$ cat src/ifmap_data_pkg.sv
package ifmap_data_pkg;

    // byte lanes per decompressor packet
    localparam int PKT_BYTES = 8;
    // enough bits to count 0..PKT_BYTES valid lanes
    localparam int CNT_W = $clog2(PKT_BYTES + 1);

    typedef logic [7:0] byte_t;

    // valid lanes are contiguous from bit 0
    typedef logic [PKT_BYTES-1:0] pkt_mask_t;

    // lane i holds the byte for element pointer + i
    typedef byte_t [PKT_BYTES-1:0] pkt_data_t;

    typedef logic [CNT_W-1:0] byte_cnt_t;

    // one-hot or zero, bit 0 is bank 0
    typedef logic [1:0] bank_sel_t;

endpackage

$ cat src/ifmap_cfg_pkg.sv
package ifmap_cfg_pkg;

    typedef enum logic [1:0] {
        layer_null = 2'd0,
        layer1     = 2'd1,
        layer2     = 2'd2,
        layer3     = 2'd3
    } layer_type_t;

    // write pointer widths
    localparam int ELEM_W = 5;
    localparam int LINE_W = 4;
    // wide enough for the largest banks-per-layer count
    localparam int BANK_W = 2;

    // scaled down layer geometry
    localparam int L1_ELEMS = 20;
    localparam int L1_LINES = 9;
    localparam int L1_BANKS = 3;
    localparam int L2_ELEMS = 11;
    localparam int L2_LINES = 6;
    localparam int L2_BANKS = 1;
    localparam int L3_ELEMS = 9;
    localparam int L3_LINES = 4;
    localparam int L3_BANKS = 1;

    function automatic logic [ELEM_W-1:0] elems_of(layer_type_t lt);
        case (lt)
            layer1:  return ELEM_W'(L1_ELEMS);
            layer2:  return ELEM_W'(L2_ELEMS);
            layer3:  return ELEM_W'(L3_ELEMS);
            default: return '0;
        endcase
    endfunction

    function automatic logic [LINE_W-1:0] lines_of(layer_type_t lt);
        case (lt)
            layer1:  return LINE_W'(L1_LINES);
            layer2:  return LINE_W'(L2_LINES);
            layer3:  return LINE_W'(L3_LINES);
            default: return '0;
        endcase
    endfunction

    function automatic logic [BANK_W-1:0] banks_of(layer_type_t lt);
        case (lt)
            layer1:  return BANK_W'(L1_BANKS);
            layer2:  return BANK_W'(L2_BANKS);
            layer3:  return BANK_W'(L3_BANKS);
            default: return '0;
        endcase
    endfunction

endpackage
$ cat src/bank_wr_if.sv
interface bank_wr_if;

    // write strobe for the masked lanes of one packet
    logic                              wen;
    // current line and element pointers of the bank
    logic [ifmap_cfg_pkg::LINE_W-1:0]  line;
    logic [ifmap_cfg_pkg::ELEM_W-1:0]  elem;
    ifmap_data_pkg::pkt_data_t         data;
    ifmap_data_pkg::pkt_mask_t         mask;
    // zeroes the whole bank
    logic                              clear;

    modport filler (
        output wen, line, elem, data, mask, clear
    );

    modport store (
        input wen, line, elem, data, mask, clear
    );

endinterface

$ cat src/bank_fill_ctrl.sv
module bank_fill_ctrl (
    input  logic                                clk,
    input  logic                                rst_n,
    input  logic                                start,
    input  logic                                enq_sel,
    input  logic                                handshake,
    input  logic                                free_pulse,
    input  logic                                pkt_valid,
    input  ifmap_data_pkg::pkt_mask_t           pkt_mask,
    input  ifmap_data_pkg::pkt_data_t           pkt_data,
    input  logic [ifmap_cfg_pkg::ELEM_W-1:0]    elems,
    input  logic [ifmap_cfg_pkg::LINE_W-1:0]    lines,
    output logic                                full,
    output logic                                done_pulse,
    bank_wr_if.filler                           wr
);

    logic [ifmap_cfg_pkg::ELEM_W-1:0]   elem_ptr;
    logic [ifmap_cfg_pkg::LINE_W-1:0]   line_ptr;
    logic [ifmap_cfg_pkg::ELEM_W-1:0]   elem_next;
    logic [ifmap_cfg_pkg::LINE_W-1:0]   line_next;
    // one extra bit so pointer + count cannot overflow
    logic [ifmap_cfg_pkg::ELEM_W:0]     elem_sum;
    logic                               wrap;
    logic                               wr_go;
    ifmap_data_pkg::pkt_mask_t          lane_mask;
    ifmap_data_pkg::byte_cnt_t          byte_cnt;

    // an invalid packet contributes no lanes
    assign lane_mask = pkt_mask & {ifmap_data_pkg::PKT_BYTES{pkt_valid}};

    always_comb begin
        byte_cnt = '0;
        for (int i = 0; i < ifmap_data_pkg::PKT_BYTES; i++) begin
            byte_cnt = byte_cnt + ifmap_data_pkg::CNT_W'(lane_mask[i]);
        end
    end

    assign elem_sum  = {1'b0, elem_ptr} + (ifmap_cfg_pkg::ELEM_W + 1)'(byte_cnt);
    assign wrap      = elem_sum >= {1'b0, elems};
    // a packet never spans more than one line end
    assign elem_next = wrap ? ifmap_cfg_pkg::ELEM_W'(elem_sum - {1'b0, elems})
                            : ifmap_cfg_pkg::ELEM_W'(elem_sum);
    assign line_next = wrap ? line_ptr + 1'b1 : line_ptr;

    // layer_null has zero lines and never counts as full
    assign full  = (lines != '0) && (line_ptr == lines);
    assign wr_go = enq_sel & handshake & ~full;

    // the handshake that moves the line pointer onto the line count
    assign done_pulse = wr_go && (line_next == lines);

    always_ff @(posedge clk or negedge rst_n) begin
        if (!rst_n) begin
            elem_ptr <= '0;
            line_ptr <= '0;
        end else if (start || free_pulse) begin
            elem_ptr <= '0;
            line_ptr <= '0;
        end else if (wr_go) begin
            elem_ptr <= elem_next;
            line_ptr <= line_next;
        end
    end

    assign wr.wen   = wr_go;
    assign wr.line  = line_ptr;
    assign wr.elem  = elem_ptr;
    assign wr.data  = pkt_data;
    assign wr.mask  = lane_mask;
    assign wr.clear = start | free_pulse;

endmodule

$ cat src/flat_wrapper.sv
// flat-port wrapper written by rule: the top's interface ports become plain ports
module bank_fill_ctrl_flat 
  (clk, rst_n, start, enq_sel, handshake, free_pulse, pkt_valid, pkt_mask, pkt_data, elems, lines, full, done_pulse, wr_wen, wr_line, wr_elem, wr_data, wr_mask, wr_clear);
  bank_wr_if wr_i ();
  input  logic clk;
  input  logic rst_n;
  input  logic start;
  input  logic enq_sel;
  input  logic handshake;
  input  logic free_pulse;
  input  logic pkt_valid;
  input  ifmap_data_pkg::pkt_mask_t pkt_mask;
  input  ifmap_data_pkg::pkt_data_t pkt_data;
  input  logic [ifmap_cfg_pkg::ELEM_W-1:0] elems;
  input  logic [ifmap_cfg_pkg::LINE_W-1:0] lines;
  output logic full;
  output logic done_pulse;
  output wire logic [$bits(wr_i.wen)-1:0] wr_wen;
  output wire logic [$bits(wr_i.line)-1:0] wr_line;
  output wire logic [$bits(wr_i.elem)-1:0] wr_elem;
  output wire logic [$bits(wr_i.data)-1:0] wr_data;
  output wire logic [$bits(wr_i.mask)-1:0] wr_mask;
  output wire logic [$bits(wr_i.clear)-1:0] wr_clear;
  assign wr_wen = wr_i.wen;
  assign wr_line = wr_i.line;
  assign wr_elem = wr_i.elem;
  assign wr_data = wr_i.data;
  assign wr_mask = wr_i.mask;
  assign wr_clear = wr_i.clear;
  bank_fill_ctrl u_core (.clk(clk), .rst_n(rst_n), .start(start), .enq_sel(enq_sel), .handshake(handshake), .free_pulse(free_pulse), .pkt_valid(pkt_valid), .pkt_mask(pkt_mask), .pkt_data(pkt_data), .elems(elems), .lines(lines), .full(full), .done_pulse(done_pulse), .wr(wr_i));
endmodule
$ cat config.mk
export PLATFORM = sky130hd
export DESIGN_NAME = bank_fill_ctrl_flat
export DESIGN_NICKNAME = d
export VERILOG_FILES = /design/src/ifmap_data_pkg.sv /design/src/ifmap_cfg_pkg.sv /design/src/bank_wr_if.sv /design/src/bank_fill_ctrl.sv /design/src/flat_wrapper.sv
export SDC_FILE = /design/constraint.sdc
export NUM_CORES = 1
export LEC_CHECK = 0
export BUFFER_PORTS_ARGS = -buffer_cell sky130_fd_sc_hd__buf_2
export CAP_MARGIN = 5
export CORE_ASPECT_RATIO = 1.1
export CORE_MARGIN = 8
export CORE_UTILIZATION = 39
export DETAILED_ROUTE_END_ITERATION = 10
export PLACE_DENSITY = 0.87
export RECOVER_POWER = 25
export REMOVE_ABC_BUFFERS = 1
export SYNTH_ARGS = -nofsm -noshare
export SYNTH_HDL_FRONTEND = slang
export SYNTH_SLANG_ARGS = --single-unit
$ cat constraint.sdc
create_clock -name clk -period 11.45 [get_ports clk]
set_input_delay 0.5725 -clock clk [delete_from_list [all_inputs] [get_ports clk]]
set_output_delay 0.5725 -clock clk [all_outputs]
set_load 0.03 [all_outputs]
## Word level (Yosys, flattened, before mapping)

Index checks and enable logic that the tools add are counted.

| word-level totals | value |
|---|---|
| word-level logic and storage cells | 31 |
| bits of input ports | 88 |
| flip-flop bits (word level) | 9 |
| output and inout bits | 85 |

| operators by class | value |
|---|---|
| add/subtract/negate cells | 10 |
| multiplexer cells | 6 |
| reductions and logical operators | 5 |
| equality and inequality tests | 2 |
| $lt $le $gt $ge | 1 |
| bitwise logic cells | 5 |

Operator list:

| cell | count |
|---|---|
| adder 4 x 1 -> 4 bit | 6 |
| two-way mux 5 bit | 3 |
| two-way mux 4 bit | 3 |
| AND 8 bit | 1 |
| equality test 4 bit | 2 |
| adder 5 x 4 -> 6 bit | 1 |
| >= comparator 6 x 5 -> 1 bit | 1 |
| subtractor 5 bit | 1 |
| adder 4 x 1 -> 4 bit (second input constant) | 1 |
| nonzero test 4 bit | 1 |
| adder 1 x 1 -> 2 bit | 1 |
| AND 1 bit | 2 |
| logical AND 1 bit | 2 |
| nonzero test 2 bit | 1 |
| logical OR 1 bit | 1 |
| inverter 1 bit | 1 |
| bitwise OR 1 bit | 1 |

## Logic depth before layout (Yosys ltp)

Gate-level depths: netlist of run 1.

| depth | value |
|---|---|
| depth after elaboration | 13 |
| mapped depth | 20 |
| depth with buffers taken out | 19 |

## Least setup slack after synthesis of run 1

OpenSTA, ideal clock, no wires.

| timing | value |
|---|---|
| kind | input to output |
| from | input port pkt_mask[1] |
| to | output port done_pulse |
| path slack | 5230 ps |
| required time | 10878 ps |
| data arrival time | 5647 ps |
| cell stages on the path | 17 |
| path buffers | 0 |
| path through | and2_1 -> ha_1 -> inv_1 -> fa_1 -> fa_1 -> fa_1 -> fa_1 -> fa_1 -> nand2b_1 -> a21oi_1 -> xor2_1 -> ha_1 -> and3_1 -> a31o_2 -> or3_4 -> or3_1 -> a21boi_1 |

| on the way | value |
|---|---|
| cells in the longest elaborated chain, start to end | 13 |

RTL lines:

| item | RTL line | RTL |
|---|---|---|
| start, declared | flat_wrapper.sv:12 | `input ifmap_data_pkg::pkt_mask_t pkt_mask;` |
| AND 8 bit | bank_fill_ctrl.sv:30 | `assign lane_mask = pkt_mask & {ifmap_data_pkg::PKT_BYTES{pkt_valid}};` |
| adder 1 x 1 -> 2 bit | bank_fill_ctrl.sv:35 | `byte_cnt = byte_cnt + ifmap_data_pkg::CNT_W'(lane_mask[i]);` |
| adder 4 x 1 -> 4 bit (6 in series) | bank_fill_ctrl.sv:35 |  |
| adder 5 x 4 -> 6 bit | bank_fill_ctrl.sv:39 | `assign elem_sum = {1'b0, elem_ptr} + (ifmap_cfg_pkg::ELEM_W + 1)'(byte_cnt);` |
| >= comparator 6 x 5 -> 1 bit | bank_fill_ctrl.sv:40 | `assign wrap = elem_sum >= {1'b0, elems};` |
| two-way mux 4 bit | bank_fill_ctrl.sv:44 | `assign line_next = wrap ? line_ptr + 1'b1 : line_ptr;` |
| equality test 4 bit | bank_fill_ctrl.sv:51 | `assign done_pulse = wr_go && (line_next == lines);` |
| logical AND 1 bit | bank_fill_ctrl.sv:51 |  |
| end, declared | flat_wrapper.sv:17 | `output logic done_pulse;` |

No other way between the ends.

## Final worst setup path of run 1

| timing | value |
|---|---|
| from | input port pkt_valid |
| to | output port done_pulse |

| on the way | value |
|---|---|
| cells in the longest elaborated chain, start to end | 13 |

RTL lines:

| item | RTL line | RTL |
|---|---|---|
| start, declared | flat_wrapper.sv:11 | `input logic pkt_valid;` |
| AND 8 bit * | bank_fill_ctrl.sv:30 |  |
| adder 1 x 1 -> 2 bit | bank_fill_ctrl.sv:35 |  |
| adder 4 x 1 -> 4 bit (5 in series) | bank_fill_ctrl.sv:35 |  |
| adder 4 x 1 -> 4 bit * | bank_fill_ctrl.sv:35 |  |
| adder 5 x 4 -> 6 bit * | bank_fill_ctrl.sv:39 |  |
| >= comparator 6 x 5 -> 1 bit * | bank_fill_ctrl.sv:40 |  |
| two-way mux 4 bit * | bank_fill_ctrl.sv:44 |  |
| equality test 4 bit * | bank_fill_ctrl.sv:51 |  |
| logical AND 1 bit * | bank_fill_ctrl.sv:51 |  |

Every way passes the cells marked *; elsewhere a longest branch is shown, timed or not.

==> out/metrics.csv, run 1 <==
stage;metric;value;unit
run_status;outcome;finished clean;
critical_path;reg2reg_slack;8110;ps
clock_tree;clk_path_buf_depth;2;
sta;fmax;157;MHz
route;first_pass_iters;4;
global_route;grt_pass1_wl;11.0;mm
clock_tree;htreeDepth;1;
clock_tree;cts_buffers;3;
critical_path;r2r_cells;12;
critical_path;arrival;5800;ps
critical_path;path_buf_inv;3;
pwr;p_total;0.000162;W
clock_tree;cts_tree;built;
route;drt_iter0_markers;72;
sta;rsz0062_at_grt;false;
route;via_per_inst;5.42;
clock_tree;insertion_delay;240;ps
logic_synthesis;yosysSeqAreaShare;13.3;%
worst_hold_path;hold_path_class;in -> async;
pwr;power_density;106;nW/um2
global_route;grt_max_degree;17;
logic_synthesis;synth_area;1690;um2
run;cap_violations;0;
critical_path;worstSetupPathDepth;19;
floorplan;core.rowCount;25;
floorplan;core-area;4220;um2
finish;fillers;454;
finish;layout_common_cells;buf_2, inv_1, nand2_1;
placement;dp_hpwl;7.87;mm
critical_path;r2r-end;u_core.wr.elem[1];
clock_tree;cts_root_buf;clkbuf_8;
logic_synthesis;ys_warn_count;0;
global_route;antenna_found_initial;0;
clock_tree;path_clk_slew;50;ps
critical_path;required;10880;ps
floorplan;die_h;85.1;um
logic_synthesis;async_reset_ff_share;100;%
clock_tree;cts_sinks;9;
floorplan;boundaryPins;173;
placement;gp_congestion;0.943;
critical_path;critPathKind;in -> out;
clock_tree;cts.hold.buffers_added;0;
clock_tree;cts_setup_buffers;0;
global_route;grt_pass1_vias;1269;
route;final_antenna_net_count;0;
critical_path;slowest_delay;500;ps
logic_synthesis;ys_seq_elements;9;
pwr;p_leak;0.853;nW
critical_path;r2r-start;u_core.wr.elem[0];
finish;drive_above_1_share;28.9;%
logic_synthesis;synth_cells;209;
critical_path;crit_family;adder cells;
placement;io_buffers;44;
critical_path;end_kind;output pin;
sta;setup_viol_count_final;0;
critical_path;startpoint;pkt_valid;
clock_tree;cts_resized;0;
sta;drv_slew;0;
critical_path;worstPathCellList;buf_2 -> and2_1 -> ha_1 -> inv_1 -> fa_1 -> fa_1 -> fa_1 -> fa_1 -> fa_1 -> nand2b_1 -> a21oi_1 -> xor2_1 -> ha_1 -> and3_1 -> a31o_2 -> or3_4 -> or3_1 -> a21boi_1 -> buf_2;
logic_synthesis;synth_ff_type;dfrtp_1;
route;wl_per_cell;34.7;um
finish;syn2layout_area_growth;-9.62;%
critical_path;startpoint_type;input port;
finish;diodes;0;
sta;finalHoldViolations;0;
sta;tightest_slew;693;ps
global_route;grt-ovfl-total;0;
sta;fin_skew;2.51;ps
finish;layout_commonest_cell;buf_2;
critical_path;slowest_stage;fa_1;
critical_path;crit_end;done_pulse;
route;vias;1322;
logic_synthesis;syn_area_per_cell;8.09;um2
finish;seq_area;225;um2
floorplan;initial_core_util;40.1;%
logic_synthesis;synth.distinct_cells;38;
route;drt-total-wl;8.47;mm
critical_path;cpMostUsedCell;fa_1;
finish;multi_input_area;893;um2
pwr;vdd_drop_max;0.0000330;V
sta;fin_setup_tns;0;ps
route;drc_errors;0;
sta;min_period;6380;ps
sta;slew_headroom;53.8;%
critical_path;cp_max_fo;12;
logic_synthesis;synth-edff-count;0;
floorplan;die_w;78.8;um
sta;fin_crit_sh;55.7;%
floorplan;dieArea;6700;um2
finish;final_nets;298;
global_route;track_usage;24.2;%
-- synthesized netlist by cell type, drive strengths merged (2+ instances only) --
library cell,number,share of area [%]
nand2,17,3.8
o21ai,7,2.3
mux2i,2,1.2
dfrtp,9,13
and2,2,0.74
a21o,2,0.89
or3,5,2.1
nor2b,4,1.9
nand3,5,1.5
xnor2,8,4.1
and3,2,0.74
fa,6,7.1
ha,13,9.6
nor3,3,0.89
buf,66,29
xor2,4,2.1
o21a,4,1.8
a31o,2,1.0
a31oi,3,1.1
a21oi,5,1.5
inv,21,4.7
nor2,7,1.6
-- power by group --
part	leakage [nW]	total [W]	switching (W)	internal (W)
clock	0.0228	0.0000375	0.0000132	0.0000243
combinational	0.706	0.0000906	0.0000525	0.0000380
sequential	0.125	0.0000337	0.000000940	0.0000328
-- worst min-delay path by stage --
stage                                    to  depth (start not counted)  slack, ps  start
after floorplan           u_core.wr.elem[0]                          0        280  rst_n
after CTS                 u_core.wr.line[2]                          1        180  rst_n
after global placement    u_core.wr.line[0]                          1        430  rst_n
after global routing      u_core.wr.elem[3]                          1        310  rst_n
final                     u_core.wr.line[2]                          1        270  rst_n
after detailed placement  u_core.wr.line[0]                          1        430  rst_n
-- per-layer routing --
metal  track usage [%]  wire, um  part of all wire, %  up-vias
li1                  -         -                    -      587
met1              14.5      1760                   21      573
met2              38.3      3800                   45      144
met3              33.4      2520                   30       14
met4              7.25       324                  3.8        4
met5              9.92        69                 0.81        -
-- registers in the layout, summed over array words and instances, names as in the netlist --
register and flops:
u_core.wr.elem 5, u_core.wr.line 4
-- logic make-up (layout without fill, tap and decap cells) --
logic type	count (synthesis)	in the layout	share of synthesized area (%)
mux	2	2	1.18
xor+xnor	12	12	6.21
buf+inv	88	69	33.9
compound gates	30	30	13.9
simple gates	49	49	14.8
fa+ha+maj	19	19	16.7
flops	9	9	13.3
-- area by class of cell --
| class | count | area share [%] |
|---|---|---|
| clock buffers | 4 | 2.95 |
| inverters | 21 | 5.16 |
| multi-input cells | 112 | 58.4 |
| flip-flops and latches | 9 | 14.7 |
| well taps | 54 | 4.42 |
| repair buffers | 44 | 14.3 |
-- per-stage QoR --
step           instances  hold slack, ps  worst slack [ps]  utilization (%)  area (um2)
2_1_floorplan        142             277              5170                -        1200
3_3_place_gp         240             428              5260             35.2        1490
3_5_place_dp         240             429              5070             35.2        1490
4_1_cts              244             185              5060             36.2        1530
5_1_grt              244             312              4880             36.2        1530
6_report             244             265              5070             36.2        1530
Power figures use the tool's default switching activity.
==> inputs of run 2 (changes only) <==
--- a/config.mk
+++ b/config.mk
@@ -9,9 +9,9 @@
 export CAP_MARGIN = 5
 export CORE_ASPECT_RATIO = 1.1
 export CORE_MARGIN = 8
-export CORE_UTILIZATION = 39
+export CORE_UTILIZATION = 36
 export DETAILED_ROUTE_END_ITERATION = 10
-export PLACE_DENSITY = 0.87
+export PLACE_DENSITY = 0.82
 export RECOVER_POWER = 25
 export REMOVE_ABC_BUFFERS = 1
 export SYNTH_ARGS = -nofsm -noshare
==> constraint.sdc (replaced) <==
create_clock -name clk -period 6.3 [get_ports clk]
set_input_delay 0.315 -clock clk [delete_from_list [all_inputs] [get_ports clk]]
set_output_delay 0.315 -clock clk [all_outputs]
set_load 0.03 [all_outputs]
==> out/metrics.csv, run 2 (synthesis gave the netlist of run 1 again) <==
stage;metric;value;unit
run_status;outcome;finished clean;
critical_path;worstPathCellList;buf_2 -> and2_1 -> ha_1 -> inv_1 -> fa_1 -> fa_1 -> fa_1 -> fa_1 -> fa_1 -> nand2b_1 -> a21oi_1 -> xor2_1 -> ha_1 -> and3_1 -> a31o_2 -> or3_4 -> or3_1 -> a21boi_1 -> buf_2;
global_route;grt_max_degree;17;
worst_hold_path;hold_depth;3;
sta;setup_slack;494;ps
critical_path;required;5980;ps
finish;multi_input_area;893;um2
placement;dp_hpwl;7.64;mm
pwr;power_density;190;nW/um2
pwr;vdd_drop_max;0.0000522;V
route;drc_errors;0;
route;wl_per_cell;33.7;um
route;drt_iter0_markers;33;
critical_path;critPathKind;in -> out;
critical_path;path_buf_inv;3;
finish;syn2layout_area_growth;-8.80;%
critical_path;r2r-start;u_core.wr.elem[0];
run;cap_violations;0;
critical_path;reg2reg_slack;3040;ps
sta;fin_crit_sh;92.2;%
critical_path;startpoint_type;input port;
clock_tree;insertion_delay;230;ps
critical_path;slowest_delay;500;ps
finish;seq_area;225;um2
sta;rsz0062_at_grt;false;
route;via_per_inst;5.30;
global_route;antenna_found_initial;0;
critical_path;cpMostUsedCell;fa_1;
critical_path;crit_family;adder cells;
clock_tree;cts_tree;built;
finish;largest_reg_flops;5;
sta;tightest_slew;717;ps
floorplan;die_w;81.4;um
critical_path;end_kind;output pin;
critical_path;crit_end;done_pulse;
placement;gp_congestion;0.960;
clock_tree;cts_resized;0;
route;vias;1309;
sta;fin_setup_tns;0;ps
finish;diodes;0;
placement;io_buffers;44;
global_route;track_usage;22.3;%
clock_tree;cts_buffers;3;
route;final_antenna_net_count;0;
placement;pre_cts_ws;488;ps
sta;drv_slew;0;
global_route;grt_pass1_vias;1309;
pwr;p_leak;0.860;nW
clock_tree;htreeDepth;1;
critical_path;slowest_stage;fa_1;
clock_tree;cts_sinks;9;
finish;layout_commonest_cell;buf_2;
worst_hold_path;hold_path_class;in -> reg;
clock_tree;clk_path_buf_depth;2;
floorplan;core.rowCount;26;
sta;min_period;5810;ps
critical_path;r2r-end;u_core.wr.elem[1];
finish;layout_common_cells;buf_2, inv_1, nand2_1;
critical_path;cp_max_fo;12;
sta;finalHoldViolations;0;
critical_path;startpoint;pkt_valid;
critical_path;r2r_cells;12;
sta;whs;386;ps
sta;fmax;172;MHz
finish;fillers;485;
clock_tree;path_clk_slew;40;ps
finish;drive_above_1_share;29.3;%
floorplan;dieArea;7150;um2
critical_path;worstSetupPathDepth;19;
global_route;grt_pass1_wl;10.5;mm
sta;setup_viol_count_final;0;
clock_tree;cts_root_buf;clkbuf_8;
floorplan;core-area;4590;um2
finish;final_nets;299;
clock_tree;cts_setup_buffers;0;
route;drt-total-wl;8.32;mm
sta;slew_headroom;52.2;%
floorplan;boundaryPins;173;
route;first_pass_iters;4;
global_route;grt-ovfl-total;0;
critical_path;arrival;5490;ps
floorplan;initial_core_util;36.9;%
floorplan;die_h;87.9;um
sta;fin_skew;2.78;ps
## run 2: cell types whose count changed in the layout (fill, tap and decap cells not counted), sizes merged
cell	before	now
clkbuf	5	4
dlygate4sd3	0	1
buf	43	44
## run 2: through the flow
step / util [%] / cells / area (um2) / total power, W
2_1_floorplan: - / 142 / 1200 / 0.000186
3_3_place_gp: 32.4 / 242 / 1490 / 0.000222
3_5_place_dp: 32.4 / 242 / 1490 / 0.000225
4_1_cts: 33.6 / 247 / 1540 / 0.000295
5_1_grt: 33.6 / 247 / 1540 / 0.000317
6_report: 33.6 / 247 / 1540 / 0.000293
## run 2: area by class of cell
cell class	count	area share, %
inverter	21	5.11
clock buffer	4	2.92
tap	56	4.54
multi-input combinational	112	57.9
sequential	9	14.6
timing repair buffer	45	14.9
## run 2: worst min path at each step
stage	startpoint	to	slack, ps
2_1_floorplan	rst_n	u_core.wr.elem[0]	20
3_3_place_gp	rst_n	u_core.wr.line[0]	170
3_5_place_dp	rst_n	u_core.wr.line[0]	180
4_1_cts	start	u_core.wr.line[2]	380
5_1_grt	start	u_core.wr.line[2]	420
6_report	start	u_core.wr.line[2]	390
## run 2: repair_timing
item / CTS / global route
hold endpoints to repair: 9 / 0
endpoints found under the setup margin: 0 / 0
hold buffers: 1 / 0
## run 2: report_power, final
part / leakage, nW / total (W) / internal, W / switching (W)
combinational: 0.713 / 0.000164 / 0.0000691 / 0.0000950
clock: 0.0228 / 0.0000671 / 0.0000441 / 0.0000230
sequential: 0.125 / 0.0000614 / 0.0000595 / 0.00000185
## run 2: metal layers
metal / GRT usage [%] / up-vias / routed length, um
li1: - / 594 / -
met1: 12.7 / 560 / 1670
met2: 35.2 / 145 / 3800
met3: 31.0 / 10 / 2570
met4: 9.59 / 0 / 284
met5: 3.05 / - / 0
## run 2: tightest hold or removal path, cell delays in order
cell and delay, ps:
buf_2 90, or3_1 100, mux2i_1 60
==> inputs of run 3 (changes only) <==
==> constraint.sdc (replaced) <==
create_clock -name clk -period 6.3 [get_ports clk]
set_input_delay 0.315 -clock clk [delete_from_list [all_inputs] [get_ports clk]]
set_output_delay 0.315 -clock clk [all_outputs]
set_load 0.005 [all_outputs]
==> out/metrics.csv, run 3 (synthesis gave the netlist of run 1 again) <==
stage;metric;value;unit
run_status;outcome;finished clean;
clock_tree;path_clk_slew;40;ps
clock_tree;cts_tree;built;
clock_tree;clk_path_buf_depth;2;
floorplan;core-area;4590;um2
sta;fin_setup_tns;0;ps
global_route;antenna_found_initial;0;
run;cap_violations;0;
pwr;vdd_drop_max;0.0000518;V
sta;tightest_slew;717;ps
route;drc_errors;0;
finish;fin_area;1540;um2
clock_tree;htreeDepth;1;
route;drt_iter0_markers;33;
clock_tree;cts_root_buf;clkbuf_8;
global_route;track_usage;22.3;%
global_route;grt_pass1_vias;1309;
floorplan;boundaryPins;173;
critical_path;cp_max_fo;12;
clock_tree;cts_resized;0;
critical_path;critPathKind;in -> out;
finish;diodes;0;
route;wl_per_cell;33.7;um
floorplan;die_h;87.9;um
critical_path;startpoint_type;input port;
route;drt-total-wl;8.32;mm
global_route;grt-ovfl-total;0;
route;first_pass_iters;4;
clock_tree;insertion_delay;230;ps
sta;setup_viol_count_final;0;
route;final_antenna_net_count;0;
clock_tree;cts.hold.buffers_added;1;
placement;io_buffers;44;
critical_path;arrival;5410;ps
finish;layout_common_cells;buf_2, inv_1, nand2_1;
route;vias;1309;
finish;drive_above_1_share;29.3;%
finish;largest_reg_flops;5;
sta;fmax;175;MHz
floorplan;die_w;81.4;um
sta;min_period;5720;ps
floorplan;core.rowCount;26;
floorplan;dieArea;7150;um2
sta;drv_slew;0;
global_route;grt_max_degree;17;
placement;placed_cell_area;1490;um2
finish;layout_commonest_cell;buf_2;
finish;syn2layout_area_growth;-8.80;%
route;via_per_inst;5.30;
worst_hold_path;hold_path_class;in -> reg;
clock_tree;cts_setup_buffers;0;
global_route;grt_pass1_wl;10.5;mm
sta;fin_crit_sh;90.8;%
finish;final_nets;299;
sta;finalHoldViolations;0;
sta;fin_skew;2.78;ps
critical_path;required;5980;ps
sta;slew_headroom;52.2;%
floorplan;initial_core_util;36.9;%
critical_path;end_kind;output pin;
pwr;power_density;183;nW/um2
sta;rsz0062_at_grt;false;
sta;whs;386;ps
clock_tree;cts_sinks;9;
placement;gp_congestion;0.960;
placement;dp_hpwl;7.64;mm
finish;fillers;488;
clock_tree;cts_buffers;3;
pwr;p_leak;0.860;nW
## run 3: cell counts in the layout (fill, tap and decap cells not counted)
No cell type changed its count.
## run 3: worst max-delay path, stage by stage
cell and delay, ps:
buf_2 140, and2_1 160, ha_1 280, inv_1 40, fa_1 500, fa_1 430
fa_1 410, fa_1 480, fa_1 410, nand2b_1 160, a21oi_1 140, xor2_1 210
ha_1 280, and3_1 170, a31o_2 250, or3_4 410, or3_1 330, a21boi_1 150
buf_2 140
## run 3: final timing paths
path                              startpoint                 to  slack, ps  cells after the start
max                                pkt_valid         done_pulse        580                     19
max in group asynchronous              rst_n  u_core.wr.line[3]       5650                      2
min reg2reg                u_core.wr.line[2]  u_core.wr.line[2]        600                      2
min                                    start  u_core.wr.line[2]        390                      3
max reg2reg                u_core.wr.elem[0]  u_core.wr.elem[1]       3040                     12
min in group asynchronous              rst_n  u_core.wr.line[0]        470                      2
## run 3: through the flow
step | cells | setup slack [ps] | utilization [%] | power, W
after CTS | 247 | 565 | 33.6 | 0.000285
after detailed placement | 242 | 572 | 32.4 | 0.000215
after floorplan | 142 | 1020 | - | 0.000176
after global placement | 242 | 705 | 32.4 | 0.000211
after global routing | 247 | 329 | 33.6 | 0.000307
final | 247 | 578 | 33.6 | 0.000282
## run 3: area by class of cell
cell class,count,area (um2),area share [%]
multi-input cells,112,893,57.9
repair buffers,45,230,14.9
flip-flops and latches,9,225,14.6
inverters,21,78.8,5.11
well taps,56,70.1,4.54
clock buffers,4,45.0,2.92
## run 3: per-layer routing
layer	part of all wire [%]	global-route usage, %
met1	20	12.7
met2	46	35.2
met3	31	31.0
met4	3.4	9.59
met5	0	3.05
## run 3: power breakdown
group / leakage [nW] / switching (W) / internal [W] / total [W]
sequential: 0.125 / 0.00000185 / 0.0000595 / 0.0000614
combinational: 0.713 / 0.0000849 / 0.0000690 / 0.000154
clock: 0.0228 / 0.0000230 / 0.0000441 / 0.0000671
total: 0.860 / 0.000110 / 0.000173 / 0.000282
